## src/rtl/qtab_pkg.sv

```systemverilog
package qtab_pkg;

    // queue groups, packet pages first and descriptor pages after them
    localparam int NB_PKT_QUEUES = 16;
    localparam int NB_DSC_QUEUES = 16;

    // host address layout, one 4 KiB page per queue
    localparam int PCIE_ADDR_W = 18;
    localparam int PAGE_IDX_W  = 5;
    localparam int PAGE_LSB    = 12;
    localparam int REGION_BIT  = PCIE_ADDR_W - 1;

    localparam int TABLE_AW    = 4;
    localparam int TABLE_DEPTH = 2 ** TABLE_AW;

    localparam int WORD_W      = 32;
    localparam int BE_PER_WORD = WORD_W / 8;
    localparam int NB_FIELDS   = 4;
    localparam int FIELD_W     = $clog2(NB_FIELDS);

    localparam int MMIO_DATA_W = 512;
    localparam int MMIO_BE_W   = MMIO_DATA_W / 8;

    // management word map: registers, then one word per table field
    localparam int NB_CONTROL_REGS = 8;
    localparam int CTRL_IDX_W      = $clog2(NB_CONTROL_REGS);
    localparam int MGMT_AW         = 8;
    localparam int MGMT_TABLE_BASE = NB_CONTROL_REGS;
    localparam int MGMT_TABLE_END  =
        MGMT_TABLE_BASE + (NB_PKT_QUEUES + NB_DSC_QUEUES) * NB_FIELDS;

    typedef logic [WORD_W-1:0]      word_t;
    typedef logic [PAGE_IDX_W-1:0]  page_idx_t;
    typedef logic [TABLE_AW-1:0]    table_addr_t;
    typedef logic [NB_FIELDS-1:0]   field_mask_t;
    typedef logic [MMIO_DATA_W-1:0] mmio_data_t;
    typedef logic [MMIO_BE_W-1:0]   mmio_be_t;
    typedef logic [MGMT_AW-1:0]     mgmt_addr_t;

    // tail sits in the lowest word
    typedef word_t [NB_FIELDS-1:0] q_entry_t;

    typedef word_t [NB_CONTROL_REGS-1:0] ctrl_regs_t;

    typedef enum logic [FIELD_W-1:0] {
        tail   = 2'd0,
        head   = 2'd1,
        l_addr = 2'd2,
        h_addr = 2'd3
    } q_field_e;

endpackage

```

## src/rtl/qtab_read_return.sv

```systemverilog
module qtab_read_return (
    input  logic                 pcie_clk,
    input  logic                 pcie_reset_n,
    input  qtab_pkg::q_entry_t   pkt_data,
    input  qtab_pkg::q_entry_t   dsc_data,
    input  logic                 rd_to_host,
    input  logic                 rd_to_mgmt,
    input  logic                 rd_from_dsc,
    output qtab_pkg::mmio_data_t pcie_readdata,
    output logic                 pcie_readdatavalid,
    output qtab_pkg::q_entry_t   mgmt_entry,
    output logic                 mgmt_valid
);
    import qtab_pkg::*;

    q_entry_t entry;

    // the tag says which bank answered this cycle
    assign entry = rd_from_dsc ? dsc_data : pkt_data;

    always_ff @(posedge pcie_clk) begin
        if (!pcie_reset_n) begin
            pcie_readdatavalid <= 1'b0;
        end else begin
            pcie_readdatavalid <= rd_to_host;
        end
    end

    // entry fills the low 128 bits, the rest of the line reads zero
    always_ff @(posedge pcie_clk) begin
        if (rd_to_host) begin
            pcie_readdata <= mmio_data_t'(entry);
        end
    end

    // the slave registers its own ack and field
    assign mgmt_entry = entry;
    assign mgmt_valid = rd_to_mgmt;

endmodule

```

## config.mk

```make
export PLATFORM = sky130hd
export DESIGN_NAME = qtab_read_return
export DESIGN_NICKNAME = d
export VERILOG_FILES = /design/src/rtl/qtab_pkg.sv /design/src/rtl/qtab_read_return.sv
export SDC_FILE = /design/constraint.sdc
export NUM_CORES = 1
export LEC_CHECK = 0
export ABC_AREA = 0
export BUFFER_PORTS_ARGS = -buffer_cell sky130_fd_sc_hd__buf_4
export CORE_AREA = 2 2 354 356
export DETAILED_ROUTE_END_ITERATION = 8
export DIE_AREA = 0 0 356 358
export GPL_ROUTABILITY_DRIVEN = 0
export GPL_TIMING_DRIVEN = 0
export HOLD_SLACK_MARGIN = 0.15
export PLACE_DENSITY = 0.3
export SLEW_MARGIN = 10
export SYNTH_ARGS = -nofsm -noshare
export SYNTH_HDL_FRONTEND = slang
export SYNTH_SLANG_ARGS = --single-unit
```

## constraint.sdc

```tcl
create_clock -name pcie_clk -period 1.6 [get_ports pcie_clk]
set_input_delay 0.08 -clock pcie_clk [delete_from_list [all_inputs] [get_ports pcie_clk]]
set_output_delay 0.08 -clock pcie_clk [all_outputs]
set_load 0.005 [all_outputs]
```

**Yosys cells after proc, flatten, opt, wreduce, memory -nomap -nowiden**

Index checks and enable logic that the tools add are counted.
W data, S select, Z words.

- Multiplexer cells: 1

Operator list:

| kind | number |
|---|---|
| $mux W128 | 1 |

- Flip-flop bits (word level): 129
- Input bits: 261
- Output and inout port bits: 642
- Word-level logic and storage cells: 3

**Longest topological paths before layout**

- Depth in word-level cells: 1
- Gate-level depth with buffers: 3
- Gate-level depth less buffers: 1

**Worst setup path after synthesis**

No wires, ideal clock.

- Kind: input to register
- Start point: input port rd_from_dsc
- End point: register pcie_readdata[100], data pin
- Library setup time: 266 ps
- Arrival time: 717 ps
- Required time: 1,334 ps
- Setup slack: 616 ps
- Stages: 3
- Path buffers: 2
- Cell sequence: buf_6 -> clkbuf_8 -> mux2_2

RTL lines:

| item | RTL line | text |
|---|---|---|
| start: declaration | qtab_read_return.sv:8 | `input logic rd_from_dsc,` |
| end signal: assignment | qtab_read_return.sv:32 | `pcie_readdata <= mmio_data_t'(entry);` |
| end: declaration | qtab_read_return.sv:9 | `output qtab_pkg::mmio_data_t pcie_readdata,` |

**Worst setup path in the final report**

- Start point: input port pkt_data[34] (netlist bit)
- End point: register pcie_readdata[34], data pin

- Word-level cells in the longest chain between the ends: 1

Ends and longest elaborated chain:

| item | RTL line | text |
|---|---|---|
| start: declaration | qtab_read_return.sv:4 | `input qtab_pkg::q_entry_t pkt_data,` |
| $mux W128 | qtab_read_return.sv:19 | `assign entry = rd_from_dsc ? dsc_data : pkt_data;` |

Every way passes these cells.
A chain may end at the register's enable or synchronous reset.

==> run summary <==
Status -> finished, final reports clean
Final Hold Vio Count -> 0
Ranking of synthesized cells by area -> edfxtp_1 46%, buf_4 34%, mux2_2 17%
Crit path launch type -> primary input
Post-DR wirelength/cell -> 16.2 um
Pwr dens -> 659 mW/mm^2
Post-layout min period -> 1.58 ns
Cell family with most CP delay -> buffers and inverters
Area fraction of the dominant cell type after synthesis -> 45.9%
Critical path, cell by cell -> dlygate4sd3_1 -> buf_4 -> mux2_2 -> dlygate4sd3_1
Multiplexer share of the synthesized area -> 17.2%
Worst Setup Slack post-DPL -> 0.202 ns
FMAX -> 634 MHz
Largest net degree at the start of global routing -> 74
CTS H-tree depth -> 4
Clock Pin Slew Worst Setup and Hold Paths -> 0.07 ns
Layout area overhead -> 127%
Area share of fa/ha/maj cells after synthesis -> 0%
Post-cts sizing count -> 0
CP Buf/Inv Count -> 3
Die ar. -> 0.127 sq mm
Worst-path fanout max -> 2
Die Y -> 358 um
Most used cell, CP -> dlygate4sd3_1
Worst EP arrival -> 1.80 ns
Post-synthesis xor/xnor area fraction -> 0%
Worst-Margin Slew -> 0.585 ns
CTS Sinks -> 129
Final worst slack -> 0.0220 ns
Cell Count, Final, Fillers Out -> 3498
FP Rows -> 129
Crit. End Element -> flip-flop
Number of antenna violations at the first check in global routing -> 30
Number of library cell types mapped by synthesis -> 8
Initial Util -> 6.80%
Hpwl dp -> 49500 um
Layout cell share with drive strength beyond 1 -> 58.2%
Post-DRT Antenna Nets -> 0
Largest stage delay on the critical path -> 0.64 ns
Final period util -> 98.6%
Global-route wire length before repair -> 70200 um
Total of max-cap violations -> 0
Synth Register Bits -> 129
I/O pins -> 903
Leakage dissipation -> 9.07 nW
Core area -> 0.123 sq mm
Register area share after synthesis -> 46.1%
Placed insts -> 3195
Drt via density -> 2.29
Hold WC Path Type -> in -> out
Most frequent cells in the layout -> 900 x buf_4, 384 x conb_1, 259 x dlygate4sd3_1, 128 x mux2_2, 128 x edfxtp_1
Die X -> 356 um
Router iterations before antenna repair -> 4
Clock Tree Root -> clkbuf_16
CP required -> 1.82 ns
CTS tree -> yes
Vias in the first global route -> 7809
CTS max path bufs -> 2
Max-slew violations -> 0
Unrepaired setup endpoints after global routing -> no
Most common cell after layout, fill and taps aside -> buf_4
Total GRT Usage -> 8.36%
Port Buffers -> 516
YS warnings -> 0
WS Path Type -> in -> reg
Max VDD drop -> 0.000475 V
Final WL -> 56800 um
Final setup vio count -> 0
Syn Inst Count -> 658
Slew headroom -> 61.0%
Cts bufs inserted -> 17
GR Overflow Total -> 0
Fin nets -> 2097
Residual DRC count -> 0
Largest area contributor in the synthesized netlist -> edfxtp_1
Detailed-route via count -> 8012
Post-synthesis simple-gate area fraction -> 0.0746%
Avg Synthesized Cell Area -> 12.7 sq um
Initial DRC count -> 274
Post-layout util -> 15.4%
Compound-gate portion of the synthesized area -> 0%
Slowest cell on crit path -> dlygate4sd3_1
Largest family of logic cells by synthesized area -> buffers and inverters
Mapped cell area -> 0.00838 sq mm
[metrics by stage]
step	power (mW)	cell area, sq um	hold WS [ns]	setup TNS [ns]
floorplan	5.61	9820	0.192	0
global placement	7.61	15700	0.296	-63.86
detailed placement	7.59	15800	0.295	0
CTS	12.8	19000	0.330	0
global route	13.2	19000	0.333	0
finish	12.5	19000	0.328	0
[final cells by class]
class	instances	area, sq um
clock buffer	18	439
sequential	129	3860
timing repair buffer	776	6500
clock inverter	14	168
tap	1637	2050
multi-input combinational	513	2890
antenna	12	30.0
buffer	399	3070
fill	14000	104000
[cell families (layout without fill, tap and decap cells)]
group	count (synthesis)	in the layout
buf+inv	399	1207
flops	129	129
mux	128	128
other cells	1	396
simple gates	1	1
[worst paths after layout]
kind,startpoint,endpoint,slack [ns],depth (start not counted)
worst max-delay path,pkt_data[34],pcie_readdata[34]$_DFFE_PP_,0.02,4
worst min-delay path,rd_to_mgmt,mgmt_valid,0.33,2
[flip-flops by register name, indices dropped and copies added, names as in the netlist]
name,count
pcie_readdatavalid,1
pcie_readdata,128
[routing by layer]
layer	global-route usage (%)	up-vias	wire, um
met5	0	-	55
met4	2.23	8	955
met1	9.28	3543	21700
li1	-	3840	-
met2	14.9	555	28800
met3	3.06	66	5250
[what timing repair did]
item	4_1_cts	5_1_grt
hold buffers	259	0
endpoints found under the hold margin	184	0
setup buffers	0	0
endpoints found under the setup margin	0	0
[where the power goes]
group          internal (mW)  switching, mW  total, mW  leakage [nW]
Combinational           2.42           1.56       3.99          7.52
Sequential              4.08          0.101       4.18          1.26
Clock                   2.38           1.98       4.36         0.292
[cell usage after synthesis (all sizes together)]
master	instances
clkbuf	8
buf	391
mux2	128
dfxtp	1
and2	1
edfxtp	128
conb	1
No activity file was read; power rests on OpenSTA's default activity.
