==> config.mk <==
export PLATFORM = sky130hd
export DESIGN_NAME = queue_table_bank_flat
export DESIGN_NICKNAME = d
export VERILOG_FILES = /design/src/rtl/qtab_pkg.sv /design/src/rtl/qtab_port_if.sv /design/src/rtl/queue_table_bank.sv /design/src/flat_wrapper.sv
export SDC_FILE = /design/constraint.sdc
export NUM_CORES = 2
export LEC_CHECK = 0
export BUFFER_PORTS_ARGS = -buffer_cell sky130_fd_sc_hd__clkbuf_2
export CORE_ASPECT_RATIO = 0.6
export CORE_UTILIZATION = 55
export CTS_BUF_LIST = sky130_fd_sc_hd__clkbuf_4 sky130_fd_sc_hd__clkbuf_8
export DETAILED_ROUTE_END_ITERATION = 8
export HOLD_SLACK_MARGIN = 0.08
export PLACE_DENSITY_LB_ADDON = 0.1
export SLEW_MARGIN = 20
export SYNTH_ARGS = -nofsm -noshare
export SYNTH_HDL_FRONTEND = slang
export SYNTH_SLANG_ARGS = --single-unit
export TNS_END_PERCENT = 100
==> constraint.sdc <==
create_clock -name pcie_clk -period 4.2 [get_ports pcie_clk]
set_input_delay 1.26 -clock pcie_clk [delete_from_list [all_inputs] [get_ports pcie_clk]]
set_output_delay 1.26 -clock pcie_clk [all_outputs]
set_load 0.02 [all_outputs]
==> src/rtl/qtab_pkg.sv <==
package qtab_pkg;

    // queue groups, packet pages first and descriptor pages after them
    localparam int NB_PKT_QUEUES = 16;
    localparam int NB_DSC_QUEUES = 16;

    // host address layout, one 4 KiB page per queue
    localparam int PCIE_ADDR_W = 18;
    localparam int PAGE_IDX_W  = 5;
    localparam int PAGE_LSB    = 12;
    localparam int REGION_BIT  = PCIE_ADDR_W - 1;

    localparam int TABLE_AW    = 4;
    localparam int TABLE_DEPTH = 2 ** TABLE_AW;

    localparam int WORD_W      = 32;
    localparam int BE_PER_WORD = WORD_W / 8;
    localparam int NB_FIELDS   = 4;
    localparam int FIELD_W     = $clog2(NB_FIELDS);

    localparam int MMIO_DATA_W = 512;
    localparam int MMIO_BE_W   = MMIO_DATA_W / 8;

    // management word map: registers, then one word per table field
    localparam int NB_CONTROL_REGS = 8;
    localparam int CTRL_IDX_W      = $clog2(NB_CONTROL_REGS);
    localparam int MGMT_AW         = 8;
    localparam int MGMT_TABLE_BASE = NB_CONTROL_REGS;
    localparam int MGMT_TABLE_END  =
        MGMT_TABLE_BASE + (NB_PKT_QUEUES + NB_DSC_QUEUES) * NB_FIELDS;

    typedef logic [WORD_W-1:0]      word_t;
    typedef logic [PAGE_IDX_W-1:0]  page_idx_t;
    typedef logic [TABLE_AW-1:0]    table_addr_t;
    typedef logic [NB_FIELDS-1:0]   field_mask_t;
    typedef logic [MMIO_DATA_W-1:0] mmio_data_t;
    typedef logic [MMIO_BE_W-1:0]   mmio_be_t;
    typedef logic [MGMT_AW-1:0]     mgmt_addr_t;

    // tail sits in the lowest word
    typedef word_t [NB_FIELDS-1:0] q_entry_t;

    typedef word_t [NB_CONTROL_REGS-1:0] ctrl_regs_t;

    typedef enum logic [FIELD_W-1:0] {
        tail   = 2'd0,
        head   = 2'd1,
        l_addr = 2'd2,
        h_addr = 2'd3
    } q_field_e;

endpackage

==> src/rtl/qtab_port_if.sv <==
interface qtab_port_if;
    import qtab_pkg::*;

    table_addr_t addr;
    logic        rd_en;
    field_mask_t wr_mask;
    q_entry_t    wr_data;
    // valid one cycle after rd_en
    q_entry_t    rd_data;

    modport arbiter (
        output addr,
        output rd_en,
        output wr_mask,
        output wr_data,
        input  rd_data
    );

    modport bank (
        input  addr,
        input  rd_en,
        input  wr_mask,
        input  wr_data,
        output rd_data
    );

endinterface

==> src/rtl/queue_table_bank.sv <==
module queue_table_bank (
    input logic       pcie_clk,
    qtab_port_if.bank port
);
    import qtab_pkg::*;

    // one RAM per field, so a write can touch any subset of the entry
    for (genvar f = 0; f < NB_FIELDS; f++) begin : g_field
        word_t ram [TABLE_DEPTH];
        word_t rd_q;

        always_ff @(posedge pcie_clk) begin
            if (port.wr_mask[f]) begin
                ram[port.addr] <= port.wr_data[f];
            end
        end

        // arbiter never reads and writes a bank in the same cycle
        always_ff @(posedge pcie_clk) begin
            if (port.rd_en) begin
                rd_q <= ram[port.addr];
            end
        end

        assign port.rd_data[f] = rd_q;
    end

endmodule

==> src/flat_wrapper.sv <==
// flat-port wrapper written by rule: the top's interface ports become plain ports
module queue_table_bank_flat import qtab_pkg::*;
  (pcie_clk, port_addr, port_rd_en, port_wr_mask, port_wr_data, port_rd_data);
  qtab_port_if port_i ();
  input logic pcie_clk;
  input wire logic [$bits(port_i.addr)-1:0] port_addr;
  input wire logic [$bits(port_i.rd_en)-1:0] port_rd_en;
  input wire logic [$bits(port_i.wr_mask)-1:0] port_wr_mask;
  input wire logic [$bits(port_i.wr_data)-1:0] port_wr_data;
  output wire logic [$bits(port_i.rd_data)-1:0] port_rd_data;
  assign port_i.addr = port_addr;
  assign port_i.rd_en = port_rd_en;
  assign port_i.wr_mask = port_wr_mask;
  assign port_i.wr_data = port_wr_data;
  assign port_rd_data = port_i.rd_data;
  queue_table_bank u_core (.pcie_clk(pcie_clk), .port(port_i));
endmodule
# Word level (Yosys, flattened, before mapping)

Memories as Yosys holds them, arrays and structs flattened. A register that Yosys moved wholly into a read port is not among the register bits.
Cells that the tools add are included.

Mux-type cells: 8

Operator list:

| kind             | count |
|---|---|
| 1-bit 2-to-1 mux | 8 |

Register bits after elaboration: 0
Word-level logic and storage cells: 12
RAM bits: 2,048
Bits of input ports: 138
Memories: 4
Output and inout bits: 128

Memory list:

| memory                | depth | bits a word | rd ports | clocked after memory_dff | write ports | RTL line              | text |
|---|---|---|---|---|---|---|---|
| u_core.g_field[0].ram | 16    | 32          | 1        | 1                        | 1           | queue_table_bank.sv:9 | `word_t ram [TABLE_DEPTH];` |
| u_core.g_field[1].ram | 16    | 32          | 1        | 1                        | 1           | queue_table_bank.sv:9 |  |
| u_core.g_field[2].ram | 16    | 32          | 1        | 1                        | 1           | queue_table_bank.sv:9 |  |
| u_core.g_field[3].ram | 16    | 32          | 1        | 1                        | 1           | queue_table_bank.sv:9 |  |

# Longest topological paths before layout

Depth after elaboration: 2
Mapped depth: 6
Depth with buffers taken out: 3

# Worst setup path before layout

Ideal clock, no wire load.

Path kind: in2reg
From: input port port_addr[1]
To: memory u_core.g_field[0].ram[10][0] (netlist name) (enable)
Stages: 6
Path buffers: 3
Library setup time: 0.421 ns
Arrival time: 3.520 ns
Slack: 0.259 ns
Data required time: 3.779 ns
Cell sequence: buf_2 > buf_2 > buf_2 > nor2b_1 > nand2_1 > nor2_1

RTL lines:

| what            | RTL line              | text |
|---|---|---|
| start, declared | flat_wrapper.sv:6     | `input wire logic [$bits(port_i.addr)-1:0] port_addr;` |
| end, declared   | queue_table_bank.sv:9 |  |

Straight into the memory's write port.

# Worst setup path in the final report

From: register u_core.g_field[1].rd_q[29] (read register of u_core.g_field[1].ram)
To: output port port_rd_data[61]

RTL lines:

| what            | RTL line               | text |
|---|---|---|
| start, declared | queue_table_bank.sv:10 | `word_t rd_q;` |
| end, declared   | flat_wrapper.sv:10     | `output wire logic [$bits(port_i.rd_data)-1:0] port_rd_data;` |

No word-level cell between the ends.

==> impl_metrics.toml <==
[finish]
finish.utilization_pct = 63.3
drive_above_1_share_pct = 34.0
stdcell_count = 6048
nNetsFinal = 4039
syn2layout_area_growth_pct = 13.7

[setup_path]
critical_path.max_stage_delay_ps = 520
path_cells = "clkbuf_2"
critPathBufInv = 1
startpoint_type = "flop"
cp_max_fo = 1
cp_top_family = "flip-flops"
crit_required_ps = 2940
cpMaxStageDelayCell = "edfxtp_1"
arrival_ps = 1780
cp-end-kind = "output port"
worstSetupPathType = "flop to output port"

[yosys]
syn-num-nets = 3480
syn_area_mm2 = 0.0809
ys.flop_type = "edfxtp_1"
synth_edf_count = 2176
synth-seq-area-share_pct = 80.8
synth_cells = 3342
yosys.area.top_type = "edfxtp_1"
async_flop_share_pct = 0
yosysWarnings = 0
synth-seq-cells = 2176
yosysMostFrequentCell = "edfxtp_1"
synth_top_area_share_pct = 80.8
synth.avg_cell_area_um2 = 24.2
ys_types = 17
synth_area_leaders = "edfxtp_1, mux4_2, a22oi_1"
synth_common_cells = "edfxtp_1, mux4_2, a22oi_1"

[timing]
rsz0062_at_grt = "no"
slew_headroom_pct = 28.7
skew_ps = 76.9
setup_violations = 0
finalWorstSetupSlack_ps = 1160
period_share_pct = 72.3
tightest_slew_ps = 1070
drv_slew = 0
max_freq_mhz = 329
finalSetupTns_ps = 0
post-route-min-period_ps = 3040
finalHoldViolations = 0

[global_routing]
grt_overflow = 0
grt_max_degree = 102
grt_pass1_vias = 39000
grt_pass1_wl_mm = 271
grt_usage_pct = 25.5
antenna_found_initial = 25

[clock_tree]
clock_path_buffers = 4
clock-sinks = 2176
clkLatencyLatePin_ps = 1050
postCtsResizedCells = 0
cts.clk_slew.worst_paths_ps = 60
clockRootBuffer = "clkbuf_8"
cts_tree = "done"
h-tree-depth = 5
postCtsSetupRepairBufs = 0
cts_buffers = 321
hold_buffers = 0

[floorplan]
initial_core_util_pct = 55.7
core_area_mm2 = 0.145
ios = 266
dieArea_mm2 = 0.149
die_w_um = 497
rows = 108
die_h_um = 299

[detailed_routing]
vias = 38100
drc = 0
first_pass_iters = 5
drt-total-wl_mm = 188
viasPerCell = 6.30
routedWlPerCell_um = 31.0
drt_iter0_drc = 3771
detail-route-antenna-nets = 0

[run_status]
outcome = "complete, no violations"

[placed_design]
dp_cells = 5503
hpwlAfterDp_mm = 100
place_congestion = 0.754
pre_cts_ws_ps = 472
io_buffers = 265

[pwr]
ir_drop_uv = 320
leakage_nw = 29.7
powerDensity_mw_per_mm2 = 466

[flow_run]
drv_cap = 0

[min_path]
min_path_type = "input port to flop"
==> final cells by class <==
cell class,count,area [um2]
sequential,2176,65300
fill,9511,53300
multi-input combinational,987,15100
clock buffer,426,5230
timing repair buffer,415,3330
tap,1925,2410
clock inverter,107,596
antenna,12,30.0
==> placed cells by master (no fill, tap or decap) <==
| master | n |
|---|---|
| clkinv_2 | 23 |
| clkbuf_2 | 262 |
| buf_4 | 82 |
| nor2_4 | 65 |
| nand2b_2 | 2 |
| nand2_1 | 140 |
| nor2b_1 | 2 |
| inv_6 | 3 |
| a22oi_1 | 256 |
| buf_12 | 68 |
| nand3_1 | 4 |
| edfxtp_1 | 2176 |
| diode_2 | 12 |
| or2_2 | 1 |
| buf_8 | 2 |
| clkbuf_4 | 102 |
| clkinv_1 | 71 |
| mux4_2 | 448 |
| nand2_2 | 1 |
| nor2b_4 | 2 |
| nor2_1 | 1 |
| mux4_1 | 64 |
| bufinv_16 | 5 |
| clkbuf_8 | 324 |
| buf_6 | 1 |
| and2_4 | 1 |
| clkinvlp_4 | 5 |
==> worst reg2reg max path: stages, from the launching register on <==
cell and delay (ps):
edfxtp_1 360, mux4_2 480, a22oi_1 360, nand2_1 260
==> state kept, by name (all words and copies together), names as in the netlist <==
name,count
u_core.g_field.ram,2048
u_core.g_field.rd_q,128
==> cells by family (layout without fill, tap and decap cells) <==
family	after synthesis	after routing	share of synthesized area, %
flip-flops	2176	2176	80.8
other	0	12	0
AND/OR/NAND/NOR	219	219	1.05
multiplexers	512	512	14.6
AO/OA/AOI/OAI	256	256	2.38
buffers and inverters	179	948	1.22
==> through the flow <==
stage / total power [mW] / hold slack, ps / instance area [um2]
4_1_cts: 43.3 / 516 / 92000
3_3_place_gp: 27.3 / 732 / 86100
5_1_grt: 44.3 / 595 / 92000
2_1_floorplan: 26.3 / 710 / 80900
3_5_place_dp: 27.4 / 733 / 86100
6_report: 42.9 / 622 / 92000
==> power breakdown <==
| group | internal, mW | switching, mW | leakage [nW] | total, mW |
|---|---|---|---|---|
| Clock | 8.35 | 7.65 | 3.09 | 16.0 |
| Sequential | 24.5 | 0.162 | 19.8 | 24.6 |
| Combinational | 0.861 | 1.42 | 6.82 | 2.28 |
==> layer usage <==
metal / global-route usage (%) / wire length, um
met4: 6.84 / 3320
met2: 39.7 / 90100
met1: 37.5 / 79100
met5: 0 / 154
met3: 5.37 / 14900
==> final timing paths <==
| check | cells after the start | start | slack (ps) | to |
|---|---|---|---|---|
| max | 1 | u_core.g_field[1].rd_q[29]$_DFFE_PP_ | 1160 | port_rd_data[61] |
| min | 1 | port_wr_data[27] | 620 | u_core.g_field[0].ram[15][27]$_DFFE_PP_ |
| max reg2reg | 3 | u_core.g_field[0].ram[11][8]$_DFFE_PP_ | 2420 | u_core.g_field[0].rd_q[8]$_DFFE_PP_ |
| min reg2reg | 3 | u_core.g_field[2].ram[4][29]$_DFFE_PP_ | 710 | u_core.g_field[2].rd_q[29]$_DFFE_PP_ |
No activity file was read; power rests on OpenSTA's default activity.
