**src/rtl/qtab_pkg.sv**
```systemverilog
package qtab_pkg;

    // queue groups, packet pages first and descriptor pages after them
    localparam int NB_PKT_QUEUES = 16;
    localparam int NB_DSC_QUEUES = 16;

    // host address layout, one 4 KiB page per queue
    localparam int PCIE_ADDR_W = 18;
    localparam int PAGE_IDX_W  = 5;
    localparam int PAGE_LSB    = 12;
    localparam int REGION_BIT  = PCIE_ADDR_W - 1;

    localparam int TABLE_AW    = 4;
    localparam int TABLE_DEPTH = 2 ** TABLE_AW;

    localparam int WORD_W      = 32;
    localparam int BE_PER_WORD = WORD_W / 8;
    localparam int NB_FIELDS   = 4;
    localparam int FIELD_W     = $clog2(NB_FIELDS);

    localparam int MMIO_DATA_W = 512;
    localparam int MMIO_BE_W   = MMIO_DATA_W / 8;

    // management word map: registers, then one word per table field
    localparam int NB_CONTROL_REGS = 8;
    localparam int CTRL_IDX_W      = $clog2(NB_CONTROL_REGS);
    localparam int MGMT_AW         = 8;
    localparam int MGMT_TABLE_BASE = NB_CONTROL_REGS;
    localparam int MGMT_TABLE_END  =
        MGMT_TABLE_BASE + (NB_PKT_QUEUES + NB_DSC_QUEUES) * NB_FIELDS;

    typedef logic [WORD_W-1:0]      word_t;
    typedef logic [PAGE_IDX_W-1:0]  page_idx_t;
    typedef logic [TABLE_AW-1:0]    table_addr_t;
    typedef logic [NB_FIELDS-1:0]   field_mask_t;
    typedef logic [MMIO_DATA_W-1:0] mmio_data_t;
    typedef logic [MMIO_BE_W-1:0]   mmio_be_t;
    typedef logic [MGMT_AW-1:0]     mgmt_addr_t;

    // tail sits in the lowest word
    typedef word_t [NB_FIELDS-1:0] q_entry_t;

    typedef word_t [NB_CONTROL_REGS-1:0] ctrl_regs_t;

    typedef enum logic [FIELD_W-1:0] {
        tail   = 2'd0,
        head   = 2'd1,
        l_addr = 2'd2,
        h_addr = 2'd3
    } q_field_e;

endpackage

```
**src/rtl/qtab_req_if.sv**
```systemverilog
interface qtab_req_if;
    import qtab_pkg::*;

    logic        req;
    logic        is_write;
    page_idx_t   page;
    field_mask_t wr_mask;
    q_entry_t    wr_data;
    // one-cycle pulse, combinational from the arbiter
    logic        grant;

    modport requester (
        output req,
        output is_write,
        output page,
        output wr_mask,
        output wr_data,
        input  grant
    );

    modport arbiter (
        input  req,
        input  is_write,
        input  page,
        input  wr_mask,
        input  wr_data,
        output grant
    );

endinterface

```
**src/rtl/mmio_req_decoder.sv**
```systemverilog
module mmio_req_decoder (
    input  logic                             pcie_clk,
    input  logic                             pcie_reset_n,
    input  logic [qtab_pkg::PCIE_ADDR_W-1:0] address,
    input  logic                             write,
    input  logic                             read,
    input  qtab_pkg::mmio_data_t             writedata,
    input  qtab_pkg::mmio_be_t               byteenable,
    qtab_req_if.requester                    req
);
    import qtab_pkg::*;

    logic        in_region;
    page_idx_t   page_in;
    field_mask_t lane_full;
    logic        wr_pend;
    page_idx_t   wr_page;
    field_mask_t wr_mask_q;
    q_entry_t    wr_data_q;
    logic        rd_pend;
    page_idx_t   rd_page;

    // upper half of the BAR is not queue space
    assign in_region = !address[REGION_BIT];
    assign page_in   = address[PAGE_LSB +: PAGE_IDX_W];

    // a lane is written only when all of its bytes are enabled
    always_comb begin
        lane_full         = '0;
        lane_full[head]   = &byteenable[int'(head) * BE_PER_WORD +: BE_PER_WORD];
        lane_full[l_addr] = &byteenable[int'(l_addr) * BE_PER_WORD +: BE_PER_WORD];
        lane_full[h_addr] = &byteenable[int'(h_addr) * BE_PER_WORD +: BE_PER_WORD];
        // tails are owned by the hardware
        lane_full[tail]   = 1'b0;
    end

    always_ff @(posedge pcie_clk) begin
        if (!pcie_reset_n) begin
            wr_pend <= 1'b0;
            rd_pend <= 1'b0;
        end else begin
            wr_pend <= write && in_region;
            if (req.grant && !req.is_write) begin
                rd_pend <= 1'b0;
            end
            if (read && in_region) begin
                rd_pend <= 1'b1;
            end
        end
    end

    always_ff @(posedge pcie_clk) begin
        if (write) begin
            wr_page   <= page_in;
            wr_mask_q <= lane_full;
            wr_data_q <= q_entry_t'(writedata[$bits(q_entry_t)-1:0]);
        end
        if (read && in_region) begin
            rd_page <= page_in;
        end
    end

    // a write goes out in the cycle after it is taken, a pending read waits behind it
    assign req.req      = wr_pend || rd_pend;
    assign req.is_write = wr_pend;
    assign req.page     = wr_pend ? wr_page : rd_page;
    assign req.wr_mask  = wr_pend ? wr_mask_q : '0;
    assign req.wr_data  = wr_data_q;

endmodule

```
**src/flat_wrapper.sv**
```systemverilog
// flat-port wrapper written by rule: the top's interface ports become plain ports
module mmio_req_decoder_flat import qtab_pkg::*;
  (pcie_clk, pcie_reset_n, address, write, read, writedata, byteenable, req_req, req_is_write, req_page, req_wr_mask, req_wr_data, req_grant);
  qtab_req_if req_i ();
  input  logic pcie_clk;
  input  logic pcie_reset_n;
  input  logic [qtab_pkg::PCIE_ADDR_W-1:0] address;
  input  logic write;
  input  logic read;
  input  qtab_pkg::mmio_data_t writedata;
  input  qtab_pkg::mmio_be_t byteenable;
  output wire logic [$bits(req_i.req)-1:0] req_req;
  output wire logic [$bits(req_i.is_write)-1:0] req_is_write;
  output wire logic [$bits(req_i.page)-1:0] req_page;
  output wire logic [$bits(req_i.wr_mask)-1:0] req_wr_mask;
  output wire logic [$bits(req_i.wr_data)-1:0] req_wr_data;
  input wire logic [$bits(req_i.grant)-1:0] req_grant;
  assign req_req = req_i.req;
  assign req_is_write = req_i.is_write;
  assign req_page = req_i.page;
  assign req_wr_mask = req_i.wr_mask;
  assign req_wr_data = req_i.wr_data;
  assign req_i.grant = req_grant;
  mmio_req_decoder u_core (.pcie_clk(pcie_clk), .pcie_reset_n(pcie_reset_n), .address(address), .write(write), .read(read), .writedata(writedata), .byteenable(byteenable), .req(req_i));
endmodule
```
**config.mk**
```make
export PLATFORM = sky130hd
export DESIGN_NAME = mmio_req_decoder_flat
export DESIGN_NICKNAME = d
export VERILOG_FILES = /design/src/rtl/qtab_pkg.sv /design/src/rtl/qtab_req_if.sv /design/src/rtl/mmio_req_decoder.sv /design/src/flat_wrapper.sv
export SDC_FILE = /design/constraint.sdc
export NUM_CORES = 1
export LEC_CHECK = 0
export BUFFER_PORTS_ARGS = -buffer_cell sky130_fd_sc_hd__buf_2
export CAP_MARGIN = 0
export CORE_AREA = 2 2 291 293
export DETAILED_ROUTE_END_ITERATION = 8
export DIE_AREA = 0 0 293 295
export PLACE_DENSITY_LB_ADDON = 0.25
export SYNTH_ARGS = -nofsm -noshare
export SYNTH_HDL_FRONTEND = slang
export SYNTH_SLANG_ARGS = --single-unit
```
**constraint.sdc**
```tcl
create_clock -name pcie_clk -period 1.2 [get_ports pcie_clk]
set_input_delay 0.06 -clock pcie_clk [delete_from_list [all_inputs] [get_ports pcie_clk]]
set_output_delay 0.06 -clock pcie_clk [all_outputs]
set_load 0.01 [all_outputs]
```
; ---- After elaboration in Yosys (flattened, before gate mapping)
; Cells that the tools add are included.
[classes]
n_mux = 4
reduce_logical = 10
[op_table]
columns = op, n
row1 = $reduce_and 4->1, 3
row2 = $mux 5, 1
row3 = $mux 4, 1
row4 = $logic_and 1x1->1, 3
row5 = $logic_not 1->1, 2
row6 = $mux 1, 2
row7 = $reduce_bool 2->1, 1
row8 = $logic_or 1x1->1, 1
[totals]
ff_bits = 143
input_bits = 599
output_inout_bits = 139
wordCells = 23

; ---- Logic depth before layout (Yosys ltp)
[depth]
ltp_word = 4
ltp_mapped = 3
ltp_nobuf = 2

; ---- Least setup slack after synthesis
; OpenSTA, ideal clock, no wires.
[synth_path]
path_type = flip-flop to output port
from = register u_core.wr_pend (netlist: u_core.req.is_write)
to = output port req_page[0]
arrival_time_ns = 0.837
setup_slack_ns = 0.303
path_stages_with_launch = 3
path_buffers = 1
path_cell_list = dfxtp_1 > buf_6 > mux2_4
[synth_between]
elab_chain_len = 1
[synth_lines]
columns = item, line_no
row1 = from (decl), mmio_req_decoder.sv:16  ; logic wr_pend;
row2 = from (signal assigned), mmio_req_decoder.sv:42  ; wr_pend <= write && in_region;
row3 = $mux 5, mmio_req_decoder.sv:66  ; assign req.page = wr_pend ? wr_page : rd_page;
row4 = to (decl), flat_wrapper.sv:14  ; output wire logic [$bits(req_i.page)-1:0] req_page;
; Every way passes these cells.

; ---- Worst setup path after layout
[layout_path]
from = register u_core.wr_pend (netlist: u_core.req.is_write)
to = output port req_page[3]
; The elaborated chain is that of the path after synthesis.

==> results.txt <==
----------------------------------------------------
[Status]
  Status ... complete, but fails checks
  Violations in the final reports ... setup timing

[CTS]
  Max Buffers Root-to-Sink ... 2
  H-tree depth ... 4
  CTS tree ... built
  Clock edge transition at the registers on the reported setup and hold paths ... 0.07 ns
  CTS sink count ... 143
  Clock root buffer ... clkbuf_16
  Total clock buffers created by CTS ... 17
  Worst-skew pair later-pin latency ... 0.48 ns

[Logic synthesis]
  Post-synthesis sequential area ratio ... 95.9%
  Biggest area consumer among synthesized cells ... edfxtp_1
  Number of enable flip-flop cells after synthesis ... 141
  Number of different library cells in the post-synthesis netlist ... 13
  Netlist Area Pre-Place ... 0.00446 mm^2
  Ys flop type ... edfxtp_1
  Largest cells by area after synthesis ... edfxtp_1 (95%), mux2_4 (1.7%), dfxtp_1 (0.90%)
  Synthesized area per cell ... 27.2 um^2
  FFs w/ async S/R, synth ... 0%
  Most instantiated library cell after synthesis ... edfxtp_1
  Number of synthesis warnings ... 0
  Most common library cells after synthesis ... edfxtp_1 (141), mux2_4 (5), and2_1 (3), and4_1 (3)
  Synthesis-stage register bit count ... 143
  Post-synth net total ... 763
  Area share of the leading cell type in the synthesized netlist ... 95.0%
  Post-synthesis cell count ... 164

[Timing]
  Worst Slack Setup Final ... -0.227 ns
  Final Hold Vio Count ... 0
  Count of final setup violators ... 13
  Setup repair after global routing missed its margin ... yes
  Part of the cycle the worst path needs ... 119%
  Count of final max-slew check failures ... 0
  Max Clk Rate ... 701 MHz
  Clk_skew ... 0.000145 ns
  Crit path time final ... 1.43 ns
  Setup TNS Final ... -2.14 ns

[Final layout]
  Share of post-route cells with drive strength above 1 ... 53.0%
  Syn-to-layout area delta ... 113%
  Area occupied by registers ... 0.00428 mm^2
  Post-route cell area ... 0.00949 mm^2
  Nets@finish ... 1226
  Filler cell count in the final layout ... 9375
  Multi-input logic area ... 163 um^2

[Setup path]
  Critical Path Source Type ... flop
  Kind of critical path ... flop to primary output
  Crit Path Max Fanout ... 5
  Data required time of the worst path ... 1.14 ns
  Arrival time worst endpoint ... 1.37 ns
  Setup crit end kind ... primary output

[Power and ir drop]
  PwrDens ... 1350 mW/mm^2
  Static leakage ... 3.59 nW
  Worst vdd ir ... 0.00103 V

[Placement]
  Placed cell areas ... 0.00735 mm^2
  Setup Slack @ Placement ... 0.220 ns
  Count of port buffers added during placement ... 288
  HPWL after DPL ... 16.7 mm
  Routability-driven placement congestion ratio ... 0.647

[Detailed routing]
  Final ANT Viol Nets ... 0
  DRC violation count after routing ... 0
  Detailed-route wire length ... 21.5 mm
  Routed len/inst ... 12.5 um
  Post-DR vias/cell ... 2.01
  1st-iter DRT viols ... 74
  First-pass iteration count of the detailed router ... 4
  Routed vias ... 3464

[Global routing]
  Total routing resource utilization after global routing ... 5.13%
  Number of antenna violations at the first check in global routing ... 18
  Maximum number of pins on one net before global-route repair ... 32
  Overflow after GRT ... 0
  Vias in the first global route ... 3782
  Wire length of the first global-routing pass ... 28.6 mm

[Floorplan]
  Starting Density ... 5.36%
  Core footprint ... 0.0832 mm^2
  Number of placed I/O pins ... 738
  Overall die area ... 0.0864 mm^2
  X dimension of the die ... 293 um
  Die Span Y ... 295 um
  Number of standard-cell rows in the floorplan ... 106

[Flow run]
  Maximum Capacitance Violations ... 0

[Min path]
  Path type of the worst min-delay path ... input pin to flop

----------------------------------------------------
-- report_power, final --
part | leakage (nW) | switching, mW | internal [mW] | total (mW)
logic | 1.94 | 0.755 | 0.825 | 1.58
registers | 1.39 | 0.120 | 5.92 | 6.04
clock network | 0.257 | 2.52 | 2.69 | 5.21
-- cell usage in the layout (no fill, tap or decap) --
cell and count:
clkbuf_4 1, nor2b_1 2, clkinvlp_4 4, conb_1 1, buf_12 3, inv_8 1, nand2_1 2, nor2_1 1
o2bb2ai_1 1, dlygate4sd3_1 145, edfxtp_1 141, diode_2 5, clkinv_4 3, and4_1 3, dfxtp_1 1, buf_4 12
clkbuf_16 17, or2_2 1, buf_6 16, and2_1 3, buf_2 269, mux2_4 5, dfxtp_2 1, inv_6 6
clkbuf_1 1
-- registers in the layout, indices dropped and copies added (netlist names) --
register,count
u_core.req.is_write,1
u_core.wr_page,5
u_core.rd_page,5
u_core.wr_mask_q,3
u_core.req.wr_data,128
u_core.rd_pend,1
-- repair_timing --
action / in CTS / in global routing
buffers inserted: 3 / 0
endpoints found under the setup margin: 24 / 17
endpoints found under the hold margin: 151 / 0
gates resized for setup: 25 / 3
hold buffers: 145 / 0
-- metal layers --
metal  track usage (%)  wire [um]  vias up
met1              6.14       9600     1585
met5                 0         11        -
met3              3.02       2390       34
met4              2.63        589        2
li1                  -          -     1595
met2              7.18       8900      248
-- cells by family (layout without fill, tap and decap cells) --
group / count (synthesis) / after routing / synth area share, %
flip-flops: 143 / 143 / 95.9
AND/OR/NAND/NOR: 12 / 12 / 1.69
other: 1 / 6 / 0.0842
multiplexers: 5 / 5 / 1.68
buffers and inverters: 2 / 478 / 0.421
AO/OA/AOI/OAI: 1 / 1 / 0.197
-- per-stage QoR --
stage          power (mW)  utilization, %  cells  hold WS (ns)
2_1_floorplan        6.38               -    164         0.132
3_3_place_gp         7.32            8.84   1540         0.236
3_5_place_dp         7.32            8.84   1540         0.238
4_1_cts              13.3            11.4   1720        0.0508
5_1_grt              13.5            11.4   1722        0.0731
6_report             12.8            11.4   1725         0.107
-- cell type report --
| type | instances | share of cell area (%) |
|---|---|---|
| timing repair buffer | 446 | 33.1 |
| multi-input combinational | 19 | 1.71 |
| tap | 1080 | 14.2 |
| clock inverter | 14 | 1.27 |
| sequential | 143 | 45.1 |
| antenna | 5 | 0.132 |
| clock buffer | 18 | 4.52 |
-- critical path, stage by stage, from the launching register on --
cell and delay (ns):
dfxtp_2 0.35, buf_6 0.12, mux2_4 0.30, buf_6 0.12
-- worst paths after layout --
kind	cells after the start	startpoint	slack, ns	to
max	3	u_core.req.is_write	-0.23	req_page[3]
min	2	write	0.11	u_core.req.wr_data[7]
max reg2reg	5	u_core.req.is_write	0.23	u_core.rd_pend
min reg2reg	2	u_core.rd_pend	0.49	u_core.rd_pend
Power figures use the tool's default switching activity.
