--- src/rtl/qtab_pkg.sv ---
package qtab_pkg;

    // queue groups, packet pages first and descriptor pages after them
    localparam int NB_PKT_QUEUES = 16;
    localparam int NB_DSC_QUEUES = 16;

    // host address layout, one 4 KiB page per queue
    localparam int PCIE_ADDR_W = 18;
    localparam int PAGE_IDX_W  = 5;
    localparam int PAGE_LSB    = 12;
    localparam int REGION_BIT  = PCIE_ADDR_W - 1;

    localparam int TABLE_AW    = 4;
    localparam int TABLE_DEPTH = 2 ** TABLE_AW;

    localparam int WORD_W      = 32;
    localparam int BE_PER_WORD = WORD_W / 8;
    localparam int NB_FIELDS   = 4;
    localparam int FIELD_W     = $clog2(NB_FIELDS);

    localparam int MMIO_DATA_W = 512;
    localparam int MMIO_BE_W   = MMIO_DATA_W / 8;

    // management word map: registers, then one word per table field
    localparam int NB_CONTROL_REGS = 8;
    localparam int CTRL_IDX_W      = $clog2(NB_CONTROL_REGS);
    localparam int MGMT_AW         = 8;
    localparam int MGMT_TABLE_BASE = NB_CONTROL_REGS;
    localparam int MGMT_TABLE_END  =
        MGMT_TABLE_BASE + (NB_PKT_QUEUES + NB_DSC_QUEUES) * NB_FIELDS;

    typedef logic [WORD_W-1:0]      word_t;
    typedef logic [PAGE_IDX_W-1:0]  page_idx_t;
    typedef logic [TABLE_AW-1:0]    table_addr_t;
    typedef logic [NB_FIELDS-1:0]   field_mask_t;
    typedef logic [MMIO_DATA_W-1:0] mmio_data_t;
    typedef logic [MMIO_BE_W-1:0]   mmio_be_t;
    typedef logic [MGMT_AW-1:0]     mgmt_addr_t;

    // tail sits in the lowest word
    typedef word_t [NB_FIELDS-1:0] q_entry_t;

    typedef word_t [NB_CONTROL_REGS-1:0] ctrl_regs_t;

    typedef enum logic [FIELD_W-1:0] {
        tail   = 2'd0,
        head   = 2'd1,
        l_addr = 2'd2,
        h_addr = 2'd3
    } q_field_e;

endpackage

--- src/rtl/qtab_port_if.sv ---
interface qtab_port_if;
    import qtab_pkg::*;

    table_addr_t addr;
    logic        rd_en;
    field_mask_t wr_mask;
    q_entry_t    wr_data;
    // valid one cycle after rd_en
    q_entry_t    rd_data;

    modport arbiter (
        output addr,
        output rd_en,
        output wr_mask,
        output wr_data,
        input  rd_data
    );

    modport bank (
        input  addr,
        input  rd_en,
        input  wr_mask,
        input  wr_data,
        output rd_data
    );

endinterface

--- src/rtl/qtab_req_if.sv ---
interface qtab_req_if;
    import qtab_pkg::*;

    logic        req;
    logic        is_write;
    page_idx_t   page;
    field_mask_t wr_mask;
    q_entry_t    wr_data;
    // one-cycle pulse, combinational from the arbiter
    logic        grant;

    modport requester (
        output req,
        output is_write,
        output page,
        output wr_mask,
        output wr_data,
        input  grant
    );

    modport arbiter (
        input  req,
        input  is_write,
        input  page,
        input  wr_mask,
        input  wr_data,
        output grant
    );

endinterface

--- src/rtl/qtab_port_arbiter.sv ---
module qtab_port_arbiter (
    input  logic          pcie_clk,
    input  logic          pcie_reset_n,
    qtab_req_if.arbiter   host,
    qtab_req_if.arbiter   mgmt,
    qtab_port_if.arbiter  pkt_port,
    qtab_port_if.arbiter  dsc_port,
    output logic          rd_to_host,
    output logic          rd_to_mgmt,
    output logic          rd_from_dsc
);
    import qtab_pkg::*;

    logic        any_req;
    logic        sel_write;
    logic        sel_dsc;
    logic        grant_rd;
    page_idx_t   sel_page;
    table_addr_t sel_addr;
    field_mask_t sel_mask;
    q_entry_t    sel_data;
    logic        rd_host_q;

    // host never waits and management takes the idle cycles
    assign host.grant = host.req;
    assign mgmt.grant = mgmt.req && !host.req;
    assign any_req    = host.req || mgmt.req;

    always_comb begin
        if (host.req) begin
            sel_write = host.is_write;
            sel_page  = host.page;
            sel_mask  = host.wr_mask;
            sel_data  = host.wr_data;
        end else begin
            sel_write = mgmt.is_write;
            sel_page  = mgmt.page;
            sel_mask  = mgmt.wr_mask;
            sel_data  = mgmt.wr_data;
        end
    end

    // descriptor pages follow the packet pages
    assign sel_dsc  = sel_page >= page_idx_t'(NB_PKT_QUEUES);
    // each group holds 16 queues so the low page bits address either bank
    assign sel_addr = table_addr_t'(sel_page);
    assign grant_rd = any_req && !sel_write;

    always_ff @(posedge pcie_clk) begin
        if (!pcie_reset_n) begin
            pkt_port.rd_en   <= 1'b0;
            dsc_port.rd_en   <= 1'b0;
            pkt_port.wr_mask <= '0;
            dsc_port.wr_mask <= '0;
            rd_host_q        <= 1'b0;
            rd_to_host       <= 1'b0;
            rd_to_mgmt       <= 1'b0;
            rd_from_dsc      <= 1'b0;
        end else begin
            pkt_port.rd_en   <= grant_rd && !sel_dsc;
            dsc_port.rd_en   <= grant_rd && sel_dsc;
            pkt_port.wr_mask <= (any_req && sel_write && !sel_dsc) ? sel_mask : '0;
            dsc_port.wr_mask <= (any_req && sel_write && sel_dsc) ? sel_mask : '0;
            rd_host_q        <= host.req;
            // second tag stage lines up with the bank output
            rd_to_host  <= (pkt_port.rd_en || dsc_port.rd_en) && rd_host_q;
            rd_to_mgmt  <= (pkt_port.rd_en || dsc_port.rd_en) && !rd_host_q;
            rd_from_dsc <= dsc_port.rd_en;
        end
    end

    always_ff @(posedge pcie_clk) begin
        if (any_req) begin
            pkt_port.addr    <= sel_addr;
            pkt_port.wr_data <= sel_data;
            dsc_port.addr    <= sel_addr;
            dsc_port.wr_data <= sel_data;
        end
    end

endmodule

--- src/flat_wrapper.sv ---
// flat-port wrapper written by rule: the top's interface ports become plain ports
module qtab_port_arbiter_flat import qtab_pkg::*;
  (pcie_clk, pcie_reset_n, rd_to_host, rd_to_mgmt, rd_from_dsc, host_req, host_is_write, host_page, host_wr_mask, host_wr_data, host_grant, mgmt_req, mgmt_is_write, mgmt_page, mgmt_wr_mask, mgmt_wr_data, mgmt_grant, pkt_port_addr, pkt_port_rd_en, pkt_port_wr_mask, pkt_port_wr_data, pkt_port_rd_data, dsc_port_addr, dsc_port_rd_en, dsc_port_wr_mask, dsc_port_wr_data, dsc_port_rd_data);
  qtab_req_if host_i ();
  qtab_req_if mgmt_i ();
  qtab_port_if pkt_port_i ();
  qtab_port_if dsc_port_i ();
  input  logic pcie_clk;
  input  logic pcie_reset_n;
  output logic rd_to_host;
  output logic rd_to_mgmt;
  output logic rd_from_dsc;
  input wire logic [$bits(host_i.req)-1:0] host_req;
  input wire logic [$bits(host_i.is_write)-1:0] host_is_write;
  input wire logic [$bits(host_i.page)-1:0] host_page;
  input wire logic [$bits(host_i.wr_mask)-1:0] host_wr_mask;
  input wire logic [$bits(host_i.wr_data)-1:0] host_wr_data;
  output wire logic [$bits(host_i.grant)-1:0] host_grant;
  input wire logic [$bits(mgmt_i.req)-1:0] mgmt_req;
  input wire logic [$bits(mgmt_i.is_write)-1:0] mgmt_is_write;
  input wire logic [$bits(mgmt_i.page)-1:0] mgmt_page;
  input wire logic [$bits(mgmt_i.wr_mask)-1:0] mgmt_wr_mask;
  input wire logic [$bits(mgmt_i.wr_data)-1:0] mgmt_wr_data;
  output wire logic [$bits(mgmt_i.grant)-1:0] mgmt_grant;
  output wire logic [$bits(pkt_port_i.addr)-1:0] pkt_port_addr;
  output wire logic [$bits(pkt_port_i.rd_en)-1:0] pkt_port_rd_en;
  output wire logic [$bits(pkt_port_i.wr_mask)-1:0] pkt_port_wr_mask;
  output wire logic [$bits(pkt_port_i.wr_data)-1:0] pkt_port_wr_data;
  input wire logic [$bits(pkt_port_i.rd_data)-1:0] pkt_port_rd_data;
  output wire logic [$bits(dsc_port_i.addr)-1:0] dsc_port_addr;
  output wire logic [$bits(dsc_port_i.rd_en)-1:0] dsc_port_rd_en;
  output wire logic [$bits(dsc_port_i.wr_mask)-1:0] dsc_port_wr_mask;
  output wire logic [$bits(dsc_port_i.wr_data)-1:0] dsc_port_wr_data;
  input wire logic [$bits(dsc_port_i.rd_data)-1:0] dsc_port_rd_data;
  assign host_i.req = host_req;
  assign host_i.is_write = host_is_write;
  assign host_i.page = host_page;
  assign host_i.wr_mask = host_wr_mask;
  assign host_i.wr_data = host_wr_data;
  assign host_grant = host_i.grant;
  assign mgmt_i.req = mgmt_req;
  assign mgmt_i.is_write = mgmt_is_write;
  assign mgmt_i.page = mgmt_page;
  assign mgmt_i.wr_mask = mgmt_wr_mask;
  assign mgmt_i.wr_data = mgmt_wr_data;
  assign mgmt_grant = mgmt_i.grant;
  assign pkt_port_addr = pkt_port_i.addr;
  assign pkt_port_rd_en = pkt_port_i.rd_en;
  assign pkt_port_wr_mask = pkt_port_i.wr_mask;
  assign pkt_port_wr_data = pkt_port_i.wr_data;
  assign pkt_port_i.rd_data = pkt_port_rd_data;
  assign dsc_port_addr = dsc_port_i.addr;
  assign dsc_port_rd_en = dsc_port_i.rd_en;
  assign dsc_port_wr_mask = dsc_port_i.wr_mask;
  assign dsc_port_wr_data = dsc_port_i.wr_data;
  assign dsc_port_i.rd_data = dsc_port_rd_data;
  qtab_port_arbiter u_core (.pcie_clk(pcie_clk), .pcie_reset_n(pcie_reset_n), .host(host_i), .mgmt(mgmt_i), .pkt_port(pkt_port_i), .dsc_port(dsc_port_i), .rd_to_host(rd_to_host), .rd_to_mgmt(rd_to_mgmt), .rd_from_dsc(rd_from_dsc));
endmodule
--- config.mk ---
export PLATFORM = sky130hd
export DESIGN_NAME = qtab_port_arbiter_flat
export DESIGN_NICKNAME = d
export VERILOG_FILES = /design/src/rtl/qtab_pkg.sv /design/src/rtl/qtab_port_if.sv /design/src/rtl/qtab_req_if.sv /design/src/rtl/qtab_port_arbiter.sv /design/src/flat_wrapper.sv
export SDC_FILE = /design/constraint.sdc
export NUM_CORES = 1
export LEC_CHECK = 0
export BUFFER_PORTS_ARGS = -buffer_cell sky130_fd_sc_hd__buf_4
export CAP_MARGIN = 20
export CORE_AREA = 4 4 318 320
export DETAILED_ROUTE_END_ITERATION = 6
export DIE_AREA = 0 0 322 324
export GPL_ROUTABILITY_DRIVEN = 0
export PLACE_DENSITY = 0.3
export SYNTH_ARGS = -nofsm -noshare
export SYNTH_HDL_FRONTEND = slang
export SYNTH_SLANG_ARGS = --single-unit
--- constraint.sdc ---
create_clock -name pcie_clk -period 3.58 [get_ports pcie_clk]
set_input_delay 0 -clock pcie_clk [delete_from_list [all_inputs] [get_ports pcie_clk]]
set_output_delay 0 -clock pcie_clk [all_outputs]
set_load 0.05 [all_outputs]
# After elaboration in Yosys (flattened, before gate mapping)
# Index checks and enable logic that the tools add are counted.
# W data, S select, Z words.
totals:
  reg_bits: 146
  elab_cells: 35
  inputBits: 536
classes:
  n_reduce_logical: 17
  muxes: 4
  order_cmp: 1
op_table:
  columns: ["cell", "n"]
  rows:
  - ["$mux W128", 1]
  - ["$logic_and A1 B1 Y1", 9]
  - ["$ge A5 B5 Y1 const B", 1]
  - ["$mux W5", 1]
  - ["$logic_not A1 Y1", 4]
  - ["$mux W4", 1]
  - ["$reduce_and A2 Y1", 2]
  - ["$logic_or A1 B1 Y1", 2]
  - ["$mux W1", 1]

# Depth between registers and ports, before layout
logic_depth:
  word_depth: 5
  depth_mapped: 4
  mapped_depth_nobuf: 2

# Worst setup path after synthesis
# Ideal clock, no wire load.
synth_path:
  kind: "input-to-reg"
  from: "input host_req"
  to: "register u_core.dsc_port.addr[0] (enable)"
  path_stages: 4
  arrival_time_ns: 2.081
  slack_ns: 1.064
  t_required_ns: 3.144
  n_path_buf: 3
  setup_ns: 0.436
  cell_sequence: "buf_6 buf_6 buf_2 or2_2"
synth_via:
  elab_chain_len: 1
synth_rtl:
  columns: ["item", "line_no", "rtl"]
  rows:
  - ["start: declaration", "flat_wrapper.sv:13", "input wire logic [$bits(host_i.req)-1:0] host_req;"]
  - ["$logic_or A1 B1 Y1", "qtab_port_arbiter.sv:27", "assign any_req = host.req || mgmt.req;"]
  - ["net u_core.any_req", "qtab_port_arbiter.sv:14", "logic any_req;"]
  - ["end: declaration", "qtab_port_if.sv:12", "output addr,"]
# The timed path passes the listed nets, and every way through them passes these cells.
# A chain may end at the register's enable or synchronous reset.

# Final worst setup path
layout_path:
  from: "input mgmt_is_write"
  to: "register u_core.pkt_port.rd_en"
layout_via:
  elab_chain_len: 4
layout_rtl:
  columns: ["item", "line_no", "rtl"]
  rows:
  - ["start: declaration", "flat_wrapper.sv:20", "input wire logic [$bits(mgmt_i.is_write)-1:0] mgmt_is_write;"]
  - ["$mux W1", "qtab_port_arbiter.sv:30", "if (host.req) begin"]
  - ["$logic_not A1 Y1", "qtab_port_arbiter.sv:47", "assign grant_rd = any_req && !sel_write;"]
  - ["$logic_and A1 B1 Y1", "qtab_port_arbiter.sv:47", null]
  - ["$logic_and A1 B1 Y1", "qtab_port_arbiter.sv:60", "pkt_port.rd_en <= grant_rd && !sel_dsc;"]
  - ["end: declaration", "qtab_port_if.sv:13", "output rd_en,"]
# Every way passes these cells.

==> impl_metrics.yaml <==
die:
  die-area_um2: 104000
  core_area_um2: 98100
  row_count: 115
  die_h_um: 324
  die_x_um: 322
  start_util_pct: 7.20
  ios: 815
detailed_routing:
  routed_wirelength_mm: 36.3
  wl_per_cell_um: 14.6
  via_per_inst: 2.59
  first_pass_iters: 4
  vias: 6421
  drtIter0Drc: 182
  drc_errors: 0
  ant_nets: 0
power_and_ir_drop:
  power.switching_mw: 2.65
  peakVddDrop_mv: 0.312
  swShare_pct: 39.7
  power_frac_clock_pct: 28.0
  internal_power_mw: 4.03
  power_leakage_nw: 6.28
  p_total_mw: 6.68
  combPwrFrac_pct: 39.0
  p_per_area_nw_per_um2: 437
  seq_power_share_pct: 33.0
clock_network:
  cts-root-buf: "clkbuf_16"
  clock_path_buffers: 2
  cts.htree.levels: 4
  numCtsBuffers: 17
  insertion_delay_ns: 0.48
  cts_resized: 0
  path_clk_slew_ns: 0.08
  clock-sinks: 146
  tritoncts: "built"
yosys:
  postSynthAreaPerCell_um2: 15.5
  syn-num-nets: 992
  ys_seq_area_share_pct: 60.0
  syn_inst: 456
  synth_area_um2: 7070
  ys_seq_elements: 146
  synth_top_area_share_pct: 56.1
  ys.warnings.count: 0
  synth.area.top_cells: "edfxtp_1 56%, mux2_2 21%, buf_4 15%, dfxtp_1 4.0%, a211oi_1 1.1%"
  ys_types: 18
  synth_top_area_cell: "edfxtp_1"
critical_path:
  crit_type: "in2reg"
  crit_start: "mgmt_is_write"
  worstRegToRegCells: 2
  rrSetupSlack_ns: 2.64
  start_kind: "primary input"
  cp_common_cell: "dlygate4sd3_1"
  cp-end-kind: "register"
  slowest_delay_ns: 0.57
  critPathRequiredTime_ns: 4.01
  critical_path_arrival_ns: 2.44
  worst_r2r_startpoint: "u_core.dsc_port.rd_en"
  crit_path_cell_trace: "dlygate4sd3_1 -> buf_4 -> or3b_1 -> dlygate4sd3_1 -> a211oi_1 -> dlygate4sd3_1"
  critPathSlowestCell: "dlygate4sd3_1"
  timing.rr.end: "u_core.rd_to_mgmt"
  crit_end: "u_core.pkt_port.rd_en"
  crit_fanout: 2
sta:
  tns_ns: 0
  final.min_clock_period_ns: 2.01
  final-max-slew-violation-count: 0
  setup_viol: 0
  worst_pin_slew_ns: 0.770
  relSlewSlack_pct: 48.6
  fmax_ghz: 0.497
  period_share_pct: 56.2
  finalHoldViolCount: 0
  rsz0062_at_grt: "false"
  finalClockSkew_ns: 0.00490
finish:
  n_fill_cell: 10900
  layout-drive-gt1-share_pct: 61.4
  fin_nets: 1711
  area_growth_syn_to_layout_pct: 116
global_routing:
  grt_remaining_overflow: 0
  grt_pass1_wl_mm: 47.8
  grt_pass1_vias: 6982
  grt_use_total_pct: 6.69
  grt_max_degree: 100
  antenna_found_initial: 2
run_status:
  outcome: "complete, no violations"
placement:
  dp_hpwl_mm: 28.0
  portBuffers: 558
run:
  cap_violations: 0
worst_hold_path:
  hp-class: "in2reg"
worst min-delay path by stage:
stage                                 from  cells after the start                           to
final                             host_req                      3   u_core.pkt_port.wr_mask[1]
after global routing              host_req                      3   u_core.pkt_port.wr_mask[3]
after CTS                         host_req                      3   u_core.pkt_port.wr_mask[1]
after detailed placement  host_wr_data[34]                      2  u_core.dsc_port.wr_data[34]
after global placement    mgmt_wr_data[45]                      2  u_core.dsc_port.wr_data[45]
after floorplan               pcie_reset_n                      1           u_core.rd_from_dsc
stage by stage:
stage / hold slack, ns / cell area (µm²) / setup slack, ns / std cells / util, %
5_1_grt: 0.149 / 15300 / 1.54 / 2475 / 15.6
3_3_place_gp: 0.304 / 11800 / 1.54 / 2157 / 12.1
2_1_floorplan: 0.122 / 7070 / 1.06 / 456 / -
6_report: 0.157 / 15300 / 1.57 / 2477 / 15.6
3_5_place_dp: 0.305 / 11800 / 1.50 / 2157 / 12.1
4_1_cts: 0.0983 / 15300 / 1.66 / 2475 / 15.6
final cells by class:
| class | instances | area [µm²] | area share (%) |
|---|---|---|---|
| Antenna cell | 2 | 5.00 | 0.0328 |
| Clock buffer | 21 | 483 | 3.16 |
| Clock inverter | 11 | 87.6 | 0.573 |
| Inverter | 2 | 7.51 | 0.0491 |
| Multi-Input combinational cell | 159 | 1710 | 11.2 |
| Sequential cell | 146 | 4240 | 27.8 |
| Tap cell | 1287 | 1610 | 10.5 |
| Timing Repair Buffer | 849 | 7130 | 46.7 |
critical path: cells and delay by family:
family / cells / cell delay (ns)
buffers and inverters: 4 / 1.83
AND/OR/NAND/NOR: 1 / 0.36
AO/OA/AOI/OAI: 1 / 0.24
routing by layer:
layer	global-route usage [%]	up-vias	part of all wire, %
li1	-	2981	-
met1	6.26	3018	35
met2	11.6	396	49
met3	4.39	26	14
met4	2.65	0	1.9
met5	0	-	0
Yosys cell counts:
master / instances
a211oi_1: 10
and2_1: 2
buf_2: 7
buf_4: 140
buf_6: 2
dfxtp_1: 14
edfxtp_1: 132
inv_1: 2
mux2_2: 133
mux2i_1: 5
nand2b_1: 1
nand3_2: 1
nand4b_4: 1
nor2_1: 2
nor2b_1: 1
o21ai_0: 1
or2_2: 1
or3b_1: 1
power by group through the flow:
stage	Sequential [mW]	Clock, mW	Combinational [mW]
2_1_floorplan	2.80	0	1.03
3_3_place_gp	2.25	0	2.35
3_5_place_dp	2.25	0	2.34
4_1_cts	2.21	2.04	2.63
5_1_grt	2.23	2.09	2.72
6_report	2.21	1.87	2.60
registers in the layout, summed over array words and instances, names as in the netlist:
register,flops
u_core.dsc_port.wr_data,128
u_core.dsc_port.addr,4
u_core.dsc_port.wr_mask,4
u_core.pkt_port.wr_mask,4
u_core.dsc_port.rd_en,1
u_core.pkt_port.rd_en,1
u_core.rd_from_dsc,1
u_core.rd_host_q,1
u_core.rd_to_host,1
u_core.rd_to_mgmt,1
cells in the final DEF (no fill, tap or decap), types with 3 or more instances in the layout:
master	count
buf_4	559
dlygate4sd3_1	286
mux2_2	133
edfxtp_1	132
clkbuf_16	19
dfxtp_1	14
a211oi_1	10
mux2i_1	5
inv_6	4
inv_4	4
buf_12	3
kinds of logic (layout without fill, tap and decap cells):
logic type	Yosys count	count (layout)	synth area share [%]
buffers and inverters	151	883	15.8
DFF	146	146	60.0
AOI/OAI and AO/OA	11	11	1.13
muxes	138	138	21.9
other	0	2	0
and+or+nand+nor	10	10	1.15
repair_timing:
item,in CTS,in global routing
setup buffers,0,0
hold endpoints to repair,146,0
hold buffers,286,0
(Power assumes the default switching activity.)
